File: src/rtl/lsq_pkg.sv
`default_nettype none

package lsq_pkg;

    localparam int LSQ_DEPTH = 8;
    localparam int PTR_W = 3;
    // Wide enough for 16 in-flight ages by modular difference
    localparam int SEQ_W = 5;
    localparam int TAG_W = 6;

    typedef enum logic [1:0] {
        OP_LW,
        OP_LBU,
        OP_SW,
        OP_SB
    } lsq_op_e;

    typedef struct packed {
        lsq_op_e            op;
        logic [TAG_W-1:0]   dest;
        logic [TAG_W-1:0]   base_tag;
        logic [31:0]        base_val;
        logic               base_ready;
        logic [TAG_W-1:0]   data_tag;
        logic [31:0]        data_val;
        logic               data_ready;
        logic [11:0]        imm;
    } lsq_dispatch_t;

    typedef struct packed {
        lsq_dispatch_t      disp;
        logic [SEQ_W-1:0]   seq;
    } lsq_entry_t;

    typedef struct packed {
        logic               valid;
        logic [TAG_W-1:0]   tag;
        logic [31:0]        value;
    } cdb_t;

    function automatic logic op_is_store(lsq_op_e op);
        return (op == OP_SW) || (op == OP_SB);
    endfunction

endpackage

`default_nettype wire

File: src/rtl/lsq_mem_pkg.sv
`default_nettype none

package lsq_mem_pkg;

    typedef struct packed {
        logic           read;
        logic [3:0]     wmask;
        logic [31:0]    addr;
        logic [31:0]    wdata;
    } dmem_req_t;

    typedef struct packed {
        logic                       valid;
        logic [lsq_pkg::TAG_W-1:0]  dest;
        logic [31:0]                value;
    } lsq_result_t;

    // Wait states remember which kind goes first next time
    typedef enum logic [1:0] {
        WAIT_LOAD_PRI,
        WAIT_STORE_PRI,
        REQ_LOAD,
        REQ_STORE
    } lsq_arb_state_e;

endpackage

`default_nettype wire

File: src/rtl/mem_op_queue.sv
`timescale 1ns/1ps
`default_nettype none

module mem_op_queue
    import lsq_pkg::*;
(
    input  logic        clk,
    input  logic        rst,
    input  logic        flush,
    input  logic        push,
    input  lsq_entry_t  push_entry,
    input  cdb_t        cdb,
    input  logic        pop,
    output logic        full,
    output logic        empty,
    output logic        head_ready,
    output lsq_entry_t  head
);

    lsq_entry_t         entries [LSQ_DEPTH];
    logic [PTR_W-1:0]   head_ptr;
    logic [PTR_W-1:0]   tail_ptr;
    logic [PTR_W:0]     count;
    logic [PTR_W-1:0]   rel_idx [LSQ_DEPTH];
    logic [LSQ_DEPTH-1:0] valid;

    // Capture any pending operand that the CDB is broadcasting
    function automatic lsq_entry_t wake(lsq_entry_t e, cdb_t c);
        lsq_entry_t r;
        r = e;
        if (c.valid && !e.disp.base_ready && e.disp.base_tag == c.tag) begin
            r.disp.base_val = c.value;
            r.disp.base_ready = 1'b1;
        end
        if (c.valid && !e.disp.data_ready && e.disp.data_tag == c.tag) begin
            r.disp.data_val = c.value;
            r.disp.data_ready = 1'b1;
        end
        return r;
    endfunction

    assign full = (count == (PTR_W+1)'(LSQ_DEPTH));
    assign empty = (count == '0);

    // Occupied slots lie between head and head + count
    always_comb begin
        for (int i = 0; i < LSQ_DEPTH; i++) begin
            rel_idx[i] = PTR_W'(i) - head_ptr;
            valid[i] = ({1'b0, rel_idx[i]} < count);
        end
    end

    always_ff @(posedge clk) begin
        for (int i = 0; i < LSQ_DEPTH; i++) begin
            if (push && tail_ptr == PTR_W'(i)) begin
                entries[i] <= wake(push_entry, cdb);
            end else if (valid[i]) begin
                entries[i] <= wake(entries[i], cdb);
            end
        end
    end

    always_ff @(posedge clk) begin
        if (rst) begin
            head_ptr <= '0;
            tail_ptr <= '0;
            count <= '0;
        end else if (flush) begin
            head_ptr <= '0;
            tail_ptr <= '0;
            count <= '0;
        end else begin
            if (push) begin
                tail_ptr <= tail_ptr + 1'b1;
            end
            if (pop) begin
                head_ptr <= head_ptr + 1'b1;
            end
            if (push && !pop) begin
                count <= count + 1'b1;
            end else if (pop && !push) begin
                count <= count - 1'b1;
            end
        end
    end

    assign head = entries[head_ptr];

    // Stores also need their data operand
    assign head_ready = !empty && head.disp.base_ready &&
                        (!op_is_store(head.disp.op) || head.disp.data_ready);

    a_no_push_full: assert property (
        @(posedge clk) disable iff (rst) push |-> !full
    );

    a_no_pop_empty: assert property (
        @(posedge clk) disable iff (rst) pop |-> !empty
    );

endmodule

`default_nettype wire

File: src/rtl/lsq_issue_arbiter.sv
`timescale 1ns/1ps
`default_nettype none

module lsq_issue_arbiter
    import lsq_pkg::*;
    import lsq_mem_pkg::*;
(
    input  logic        clk,
    input  logic        rst,
    input  logic        flush,
    input  lsq_entry_t  load_head,
    input  logic        load_ready,
    input  logic        load_empty,
    input  lsq_entry_t  store_head,
    input  logic        store_ready,
    input  logic        store_empty,
    output logic        load_pop,
    output logic        store_pop,
    output logic        dmem_req_valid,
    output dmem_req_t   dmem_req,
    input  logic        dmem_resp,
    input  logic [31:0] dmem_rdata,
    output lsq_result_t result
);

    lsq_arb_state_e     state, next_state;
    logic               in_wait;
    logic [SEQ_W-1:0]   seq_diff;
    logic               load_elig, store_elig;
    logic [31:0]        load_addr, store_addr;
    dmem_req_t          load_req, store_req;
    logic [TAG_W-1:0]   req_dest;
    logic [1:0]         req_off;
    logic               req_lbu;
    logic               killed;
    logic               res_valid;
    logic [TAG_W-1:0]   res_dest;
    logic [31:0]        res_value;

    assign in_wait = (state == WAIT_LOAD_PRI) || (state == WAIT_STORE_PRI);

    // Load is older when the modular difference is negative
    assign seq_diff = load_head.seq - store_head.seq;
    assign load_elig = load_ready && (store_empty || seq_diff[SEQ_W-1]);
    assign store_elig = store_ready;

    assign load_addr = load_head.disp.base_val + {{20{load_head.disp.imm[11]}}, load_head.disp.imm};
    assign store_addr = store_head.disp.base_val +
                        {{20{store_head.disp.imm[11]}}, store_head.disp.imm};

    always_comb begin
        load_req.read = 1'b1;
        load_req.wmask = 4'b0000;
        load_req.addr = {load_addr[31:2], 2'b00};
        load_req.wdata = '0;
        store_req.read = 1'b0;
        store_req.addr = {store_addr[31:2], 2'b00};
        if (store_head.disp.op == OP_SB) begin
            store_req.wmask = 4'b0001 << store_addr[1:0];
            store_req.wdata = {24'b0, store_head.disp.data_val[7:0]} << (8 * store_addr[1:0]);
        end else begin
            store_req.wmask = 4'b1111;
            store_req.wdata = store_head.disp.data_val;
        end
    end

    always_comb begin
        next_state = state;
        unique case (state)
            WAIT_LOAD_PRI, WAIT_STORE_PRI: begin
                if (flush) begin
                    next_state = WAIT_LOAD_PRI;
                end else if (load_elig && store_elig) begin
                    next_state = (state == WAIT_LOAD_PRI) ? REQ_LOAD : REQ_STORE;
                end else if (load_elig) begin
                    next_state = REQ_LOAD;
                end else if (store_elig) begin
                    next_state = REQ_STORE;
                end
            end
            // Hand priority to the other kind afterwards
            REQ_LOAD: if (dmem_resp) next_state = WAIT_STORE_PRI;
            REQ_STORE: if (dmem_resp) next_state = WAIT_LOAD_PRI;
            default: next_state = WAIT_LOAD_PRI;
        endcase
    end

    always_ff @(posedge clk) begin
        if (rst) begin
            state <= WAIT_LOAD_PRI;
            killed <= 1'b0;
            res_valid <= 1'b0;
        end else begin
            state <= next_state;
            if (dmem_resp) begin
                killed <= 1'b0;
            end else if (flush && !in_wait) begin
                killed <= 1'b1;
            end
            res_valid <= (state == REQ_LOAD) && dmem_resp && !killed && !flush;
        end
    end

    // Request is latched so a flush cannot disturb it mid-flight
    always_ff @(posedge clk) begin
        if (in_wait && next_state == REQ_LOAD) begin
            dmem_req <= load_req;
            req_dest <= load_head.disp.dest;
            req_off <= load_addr[1:0];
            req_lbu <= (load_head.disp.op == OP_LBU);
        end else if (in_wait && next_state == REQ_STORE) begin
            dmem_req <= store_req;
        end
        if (dmem_resp) begin
            res_dest <= req_dest;
            res_value <= req_lbu ? {24'b0, dmem_rdata[8*req_off +: 8]} : dmem_rdata;
        end
    end

    assign dmem_req_valid = !in_wait;
    assign load_pop = (state == REQ_LOAD) && dmem_resp && !killed;
    assign store_pop = (state == REQ_STORE) && dmem_resp && !killed;
    assign result = '{valid: res_valid, dest: res_dest, value: res_value};

    a_req_stable: assert property (
        @(posedge clk) disable iff (rst)
        dmem_req_valid && !dmem_resp |=> dmem_req_valid && $stable(dmem_req)
    );

    a_resp_in_req: assert property (
        @(posedge clk) disable iff (rst) dmem_resp |-> !in_wait
    );

endmodule

`default_nettype wire

File: src/rtl/load_store_queue.sv
`timescale 1ns/1ps
`default_nettype none

module load_store_queue
    import lsq_pkg::*;
    import lsq_mem_pkg::*;
(
    input  logic            clk,
    input  logic            rst,
    input  logic            flush,
    input  logic            dispatch_valid,
    input  lsq_dispatch_t   dispatch,
    output logic            dispatch_ready,
    input  cdb_t            cdb,
    output logic            dmem_req_valid,
    output dmem_req_t       dmem_req,
    input  logic            dmem_resp,
    input  logic [31:0]     dmem_rdata,
    output lsq_result_t     result
);

    logic               is_store;
    logic               accept;
    logic [SEQ_W-1:0]   seq;
    lsq_entry_t         new_entry;
    logic               load_full, load_empty, load_ready, load_pop;
    logic               store_full, store_empty, store_ready, store_pop;
    lsq_entry_t         load_head, store_head;

    assign is_store = op_is_store(dispatch.op);
    // Nothing enters while the queues are being flushed
    assign dispatch_ready = !flush && (is_store ? !store_full : !load_full);
    assign accept = dispatch_valid && dispatch_ready;
    assign new_entry = '{disp: dispatch, seq: seq};

    always_ff @(posedge clk) begin
        if (rst) begin
            seq <= '0;
        end else if (accept) begin
            seq <= seq + 1'b1;
        end
    end

    mem_op_queue load_q (
        .clk        (clk),
        .rst        (rst),
        .flush      (flush),
        .push       (accept && !is_store),
        .push_entry (new_entry),
        .cdb        (cdb),
        .pop        (load_pop),
        .full       (load_full),
        .empty      (load_empty),
        .head_ready (load_ready),
        .head       (load_head)
    );

    mem_op_queue store_q (
        .clk        (clk),
        .rst        (rst),
        .flush      (flush),
        .push       (accept && is_store),
        .push_entry (new_entry),
        .cdb        (cdb),
        .pop        (store_pop),
        .full       (store_full),
        .empty      (store_empty),
        .head_ready (store_ready),
        .head       (store_head)
    );

    lsq_issue_arbiter arbiter (
        .clk            (clk),
        .rst            (rst),
        .flush          (flush),
        .load_head      (load_head),
        .load_ready     (load_ready),
        .load_empty     (load_empty),
        .store_head     (store_head),
        .store_ready    (store_ready),
        .store_empty    (store_empty),
        .load_pop       (load_pop),
        .store_pop      (store_pop),
        .dmem_req_valid (dmem_req_valid),
        .dmem_req       (dmem_req),
        .dmem_resp      (dmem_resp),
        .dmem_rdata     (dmem_rdata),
        .result         (result)
    );

endmodule

`default_nettype wire

File: config.mk
export PLATFORM = sky130hd
export DESIGN_NAME = load_store_queue
export DESIGN_NICKNAME = d
export VERILOG_FILES = /design/src/rtl/lsq_pkg.sv /design/src/rtl/lsq_mem_pkg.sv /design/src/rtl/mem_op_queue.sv /design/src/rtl/lsq_issue_arbiter.sv /design/src/rtl/load_store_queue.sv
export SDC_FILE = /design/constraint.sdc
export NUM_CORES = 2
export LEC_CHECK = 0
export BUFFER_PORTS_ARGS = -buffer_cell sky130_fd_sc_hd__clkbuf_2
export CAP_MARGIN = 20
export CELL_PAD_IN_SITES_DETAIL_PLACEMENT = 1
export CELL_PAD_IN_SITES_GLOBAL_PLACEMENT = 1
export CORE_MARGIN = 2
export CORE_UTILIZATION = 25
export CTS_CLUSTER_DIAMETER = 80
export CTS_CLUSTER_SIZE = 16
export DETAILED_ROUTE_END_ITERATION = 7
export PLACE_DENSITY = 0.43
export SKIP_CTS_REPAIR_TIMING = 1
export SYNTH_ARGS = -nofsm -noshare
export SYNTH_HDL_FRONTEND = slang
export SYNTH_SLANG_ARGS = --single-unit
File: constraint.sdc
create_clock -name clk -period 7.3 [get_ports clk]
set_clock_uncertainty 0.15 [all_clocks]
set_input_delay 1.825 -clock clk [delete_from_list [all_inputs] [get_ports clk]]
set_output_delay 1.825 -clock clk [all_outputs]
set_load 0.03 [all_outputs]
* Yosys cells after proc, flatten, opt, wreduce, memory -nomap -nowiden *
Memories as Yosys holds them, arrays and structs flattened. A register that Yosys moved wholly into a read port is not among the register bits.
Cells that the tools add are included.

word-level totals
  bits in latches = 0
  memories = 2
  memory bits (read-only) = 0
  bits in writable memories = 1648
  input bits = 174
  bits in registers = 143

cells by class
  muxes and demuxes = 248
  bitwise operators = 16
  order comparisons = 16
  add/subtract/negate cells = 28
  equality and inequality tests = 62
  $mul = 0
  div/mod/pow operators = 0
  shift operators = 3
  reductions and logical operators = 172

memory list
  memory           depth  bits a word  read ports  clocked after Yosys merged registers in  write ports  line                RTL
  load_q.entries   8      103          9           1                                        8            mem_op_queue.sv:20  lsq_entry_t entries [LSQ_DEPTH];
  store_q.entries  8      103          9           1                                        8            mem_op_queue.sv:20

operators by type and width
  operator                                                            count
  33-bit 2-to-1 mux                                                   130
  103-bit 2-to-1 mux                                                  16
  6-bit == test                                                       34
  64-bit 2-to-1 mux                                                   2
  1-bit logical AND                                                   106
  1-bit 2-to-1 mux                                                    82
  32-bit adder                                                        2
  3-bit by 4-bit < comparator with 1-bit output                       16
  1-bit logical NOT                                                   48
  32-bit 2-to-1 mux                                                   1
  32-bit by 6-bit indexed part select with 8-bit output               1
  8-bit by 5-bit << shifter with 32-bit output                        1
  3-bit == test (second input constant)                               8
  3-bit subtractor (first input constant)                             8
  2-bit == test (second input constant)                               10
  4-bit 2-to-1 mux                                                    5
  1-bit bitwise OR                                                    16
  3-bit by 1-bit adder with 3-bit output (second input constant)      4
  3-bit by 2-bit == test with 1-bit output (second input constant)    4
  2-bit 2-to-1 mux                                                    6
  3-bit 2-to-1 mux                                                    4
  1-bit by 3-bit subtractor with 3-bit output (first input constant)  4
  2-bit by 3-bit subtractor with 3-bit output (first input constant)  4
  4-bit by 1-bit adder with 4-bit output (second input constant)      2
  other kinds (15)                                                    31

* Logic depth before layout (Yosys ltp) *
  depth after elaboration = 14
  gate-level depth with buffers = 20
  gate-level depth less buffers = 14

* Hierarchy *
Synthesis repeated with hierarchy kept, for this count alone.

unflattened totals
  cells, all modules = 5163
  area total of the unflattened synthesis = 87317.5 µm²

by module, submodules not included
  module             instances  area each (µm²)  cells each
  mem_op_queue       2          39573.0          2161
  lsq_issue_arbiter  1          7896.3           810
  load_store_queue   1          275.3            31

* Worst setup path after synthesis *
No wires, ideal clock.

  path type = input -> register
  start = input port cdb[34] (netlist bit)
  end = memory store_q.entries[4][17] (netlist bit) (enable)
  arrival time = 5659 ps
  buffers on the path = 3
  required time = 6681 ps
  stages = 6
  setup slack = 1022 ps
  cell sequence = clkbuf_1 > clkbuf_1 > clkbuf_1 > xnor2_1 > nand4_1 > o21ai_0

RTL lines
  element             line                    RTL
  start: declaration  load_store_queue.sv:14  input cdb_t cdb,
  end: declaration    mem_op_queue.sv:20

==> reports/results.env <==
RUN_STATUS='finished clean'
GLOBAL_ROUTE.OVERFLOW_TOTAL=0
ANTENNA_FOUND_INITIAL=41
NUM_IO_PINS=284
HOLD_VIOLATIONS=0
REGISTER_AREA_UM2=44100
REGTOREGSETUPSLACK_NS=1.69
POWER_DENSITY_nW_PER_UM2=227
SYN-INSTANCE-COUNT=5078
POST_SYNTH_FA_HA_MAJ_AREA_FRACTION=0.0210
NUMCTSBUFFERS=119
CRITPATHMAXFANOUT=41
TIGHTEST_SLEW_NS=1.15
VDD_IR_DROP_MAX_mV=0.180
MAIN_FLOP_TYPE_AFTER_SYNTHESIS='edfxtp_1'
WORST_SLEW_MARGIN_REL=0.211
CELL_COUNT_OF_THE_WORST_REG_TO_REG_PATH=13
CRITICAL_PATH.STARTPOINT_TYPE='flip-flop'
CELL_WITH_THE_LARGEST_STAGE_DELAY_ON_THE_WORST_PATH='dfxtp_4'
SYNTHSIMPLEGATEAREAFRAC=0.0670
WORSTSETUPPATHDEPTH=13
CLOCK_TREE.HTREE_LEVEL_COUNT=3
SYNTH.TOP_CELLS.BY_AREA='edfxtp_1 (61%), mux4_2 (8.8%), mux2_2 (4.5%), a21oi_1 (3.8%), nor2_1 (2.8%)'
POWER.SHARE.SEQUENTIAL=0.525
CRITICAL_PATH_CLASS='flip-flop to flip-flop'
CLOCK_PERIOD_MINUS_FINAL_WORST_SETUP_SLACK_NS=5.61
DIEHEIGHT_UM=535
DRT.ANTENNA.VIOLATING_NETS=0
SYNTH_TOP_FAMILY_BY_AREA='multiplexers'
CELL_COUNT_FINAL_FILLERS_OUT=9075
PRE_CTS_WS_NS=1.47
HOLD_CLASS='flip-flop to flip-flop'
VIA_COUNT=43600
CPLARGESTDELAYFAMILY='compound AO/OA/AOI/OAI gates'
FINALHOLDWORSTSLACK_NS=0.274
FINAL_NET_COUNT=5542
MAXCAPVIOLCOUNT=0
CRITICAL-PATH-MAX-STAGE-DELAY_NS=0.86
HOLD_START='arbiter.req_dest[3]$_DFFE_PN_'
P_INT_mW=13.6
YOSYS.AREA_SHARE.XOR_XNOR=0.0353
SYNTHESIZED_AREA_FRACTION_OCCUPIED_BY_AO_OA_AOI_AND_OAI_CELLS=0.0800
P_COMB_FRAC=0.095
DRT-PASS1-ITER-COUNT=5
SYNTH-SEQ-AREA-SHARE=0.627
ROUTE.DETAILED.DRC=0
WL_PER_INSTANCE_UM=28.0
AREA_OF_THE_MULTI_INPUT_GATES_UM2=24700
POWER.SHARE.CLOCK=0.381
MOSTFREQUENTLAYOUTCELL='edfxtp_1'
CTS_TREE='built'
POST_SYNTH_NUM_CELL_TYPES=71
CLOCK_INSERTION_DELAY_WORST_SKEW_NS=0.81
WL_UM=254000
DETAIL_ROUTE.VIAS_PER_CELL=4.80
FMAX_MHz=178
GRT_MAX_DEGREE=67
POSTSYNTHAREAPERCELL_UM2=13.9
POSTSYNTH.ASYNCRESETSHARE=0
FIRST_PASS_GRT_WIRE_LENGTH_UM=361000
FINALCRITPERIODSHARE=0.768
TIMING.CRITICAL_PATH.REQUIRED_NS=7.68
FP-ROW-COUNT=194
SYNTHDOMINANTAREACELLTYPE='edfxtp_1'
FLOORPLAN.INITIALDENSITY=0.252
CLKTRANSATPATHREGS_NS=0.08
DETAIL_ROUTE.ITER0.VIOLATIONS=3299
SYNTHMUXAREASHARE=0.143
DIE_WIDTH_UM=535
WORST_REG2REG_PATH_ENDPOINT='arbiter.dmem_req[59]$_DFFE_PP_'
CLOCK_TREE.BUFFER_DEPTH=3
SYNTHTOLAYOUTAREAGROWTH_PCT=14.7
SETUP-VIOLATIONS-FINAL=0
REPORT.FINAL.SLEW_VIOL_COUNT=0
WORSTPATHCELLLIST='buf_4, mux4_2, mux2_2, ha_1, a2111oi_0, o21ai_0, o21a_1, a32oi_1, o41ai_1, o41ai_1, o21ai_0, xor2_1, a22o_1'
PLACE_INST=8853
RSZ0062_AT_GRT='false'
PORT-BUFFER-COUNT=281
FINAL.SETUP.TNS_NS=0
FILLERS=29800
ARRIVAL_NS=5.99
SETUP_SLACK_NS=1.69
SYNTH-EDFF-COUNT=1421
POWER.SHARE.SWITCHING=0.255
LAYOUT-DRIVE-GT1-SHARE=0.239
CLK_ROOT_BUFFER_CELL='clkbuf_16'
SETUP.WORST_PATH.END_CLASS='flip-flop'
FIRST_GLOBAL_VIAS=46100
DP_HPWL_UM=167000
CRITICAL_PATH.N_BUFFERS_INVERTERS=1
POWER.LEAKAGE_nW=26.9
MOST_FREQUENT_CELLS_IN_THE_LAYOUT='edfxtp_1 (1421), a21oi_1 (541), nor2_1 (524)'
DIEAREA_UM2=286000
ENDPOINT='arbiter.dmem_req[59]$_DFFE_PP_'
GLOBAL_ROUTE.USAGE.TOTAL=0.175
YOSYS_WARNINGS=0
P_SWITCHING_mW=4.67
FINAL_WEIGHTED_CONGESTION_IN_ROUTABILITY_DRIVEN_PLACEMENT=0.763
NUMCLOCKSINKS=1493
POST_SYNTH_INSTANCE_AREA_UM2=70400
PLACEABLECOREAREA_UM2=280000
SYNTH_SEQ_CELLS=1493
NETLIST.AREA_LEADER.SHARE=0.606
kinds of logic after synthesis:
family                     after synthesis
buffers and inverters                  483
DFF                                   1493
and+or+nand+nor                       1101
other                                    1
muxes                                  629
xor gates and xnor gates               284
AOI/OAI and AO/OA                      971
adders and majority gates              116
per-stage QoR:
step                       util  total power, mW  area, µm²
after floorplan               -             10.8      70400
after global placement    0.274             11.5      76600
after detailed placement  0.274             11.6      76700
after CTS                 0.288             18.6      80700
after global routing      0.289             19.0      80700
final                     0.289             18.3      80700
worst min path at each step:
stage	slack [ns]	depth (start not counted)	endpoint
final	0.27	0	arbiter.res_dest[3]$_DFFE_PP_
after global routing	0.28	0	arbiter.res_dest[3]$_DFFE_PP_
after CTS	0.28	0	arbiter.res_dest[3]$_DFFE_PP_
after detailed placement	0.26	0	arbiter.res_dest[3]$_DFFE_PP_
after global placement	0.26	0	arbiter.res_dest[3]$_DFFE_PP_
after floorplan	0.25	0	arbiter.res_dest[0]$_DFFE_PP_
per-layer routing:
metal	vias to the layer above	wire (µm)	share of wire	global-route usage
li1	19500	-	-	-
met1	22800	115000	0.45	0.239
met2	937	121000	0.47	0.289
met3	270	12400	0.049	0.0292
met4	26	6040	0.024	0.0441
met5	-	381	0.0015	0.00583
state kept, by name, indices dropped and copies added, names as in the netlist, 5 cells and up, named ones only:
signal,count
arbiter.res_value,32
load_q.entries,568
arbiter.dmem_req,67
arbiter.req_dest,6
store_q.entries,776
arbiter.res_dest,6
seq,5
Yosys cell counts (all sizes together) (25+ instances only):
master	n
nand2	278
o21ai	188
clkbuf	275
nor2b	34
nand3	119
dfxtp	72
xnor2	95
mux4	275
edfxtp	1421
mux2	282
inv	72
nand4	25
a21oi	541
nor4	35
nor2	525
ha	112
a21o	48
nor3	26
xor2	189
mux2i	72
a22o	73
buf	134
area by class of cell:
class,instances,area share
Clock buffer,161,0.0404
Clock inverter,50,0.00862
Inverter,74,0.00347
Multi-Input combinational cell,3103,0.307
Antenna cell,9,0.000279
Tap cell,3724,0.0577
Timing Repair Buffer,461,0.0362
Sequential cell,1493,0.547
power by group through the flow:
stage	registers [mW]	clock network [mW]	logic, mW
after floorplan	9.91	0	0.908
after global placement	9.79	0	1.73
after detailed placement	9.79	0	1.76
after CTS	9.60	7.20	1.77
after global routing	9.61	7.46	1.89
final	9.60	6.96	1.73
(Power assumes the default switching activity.)
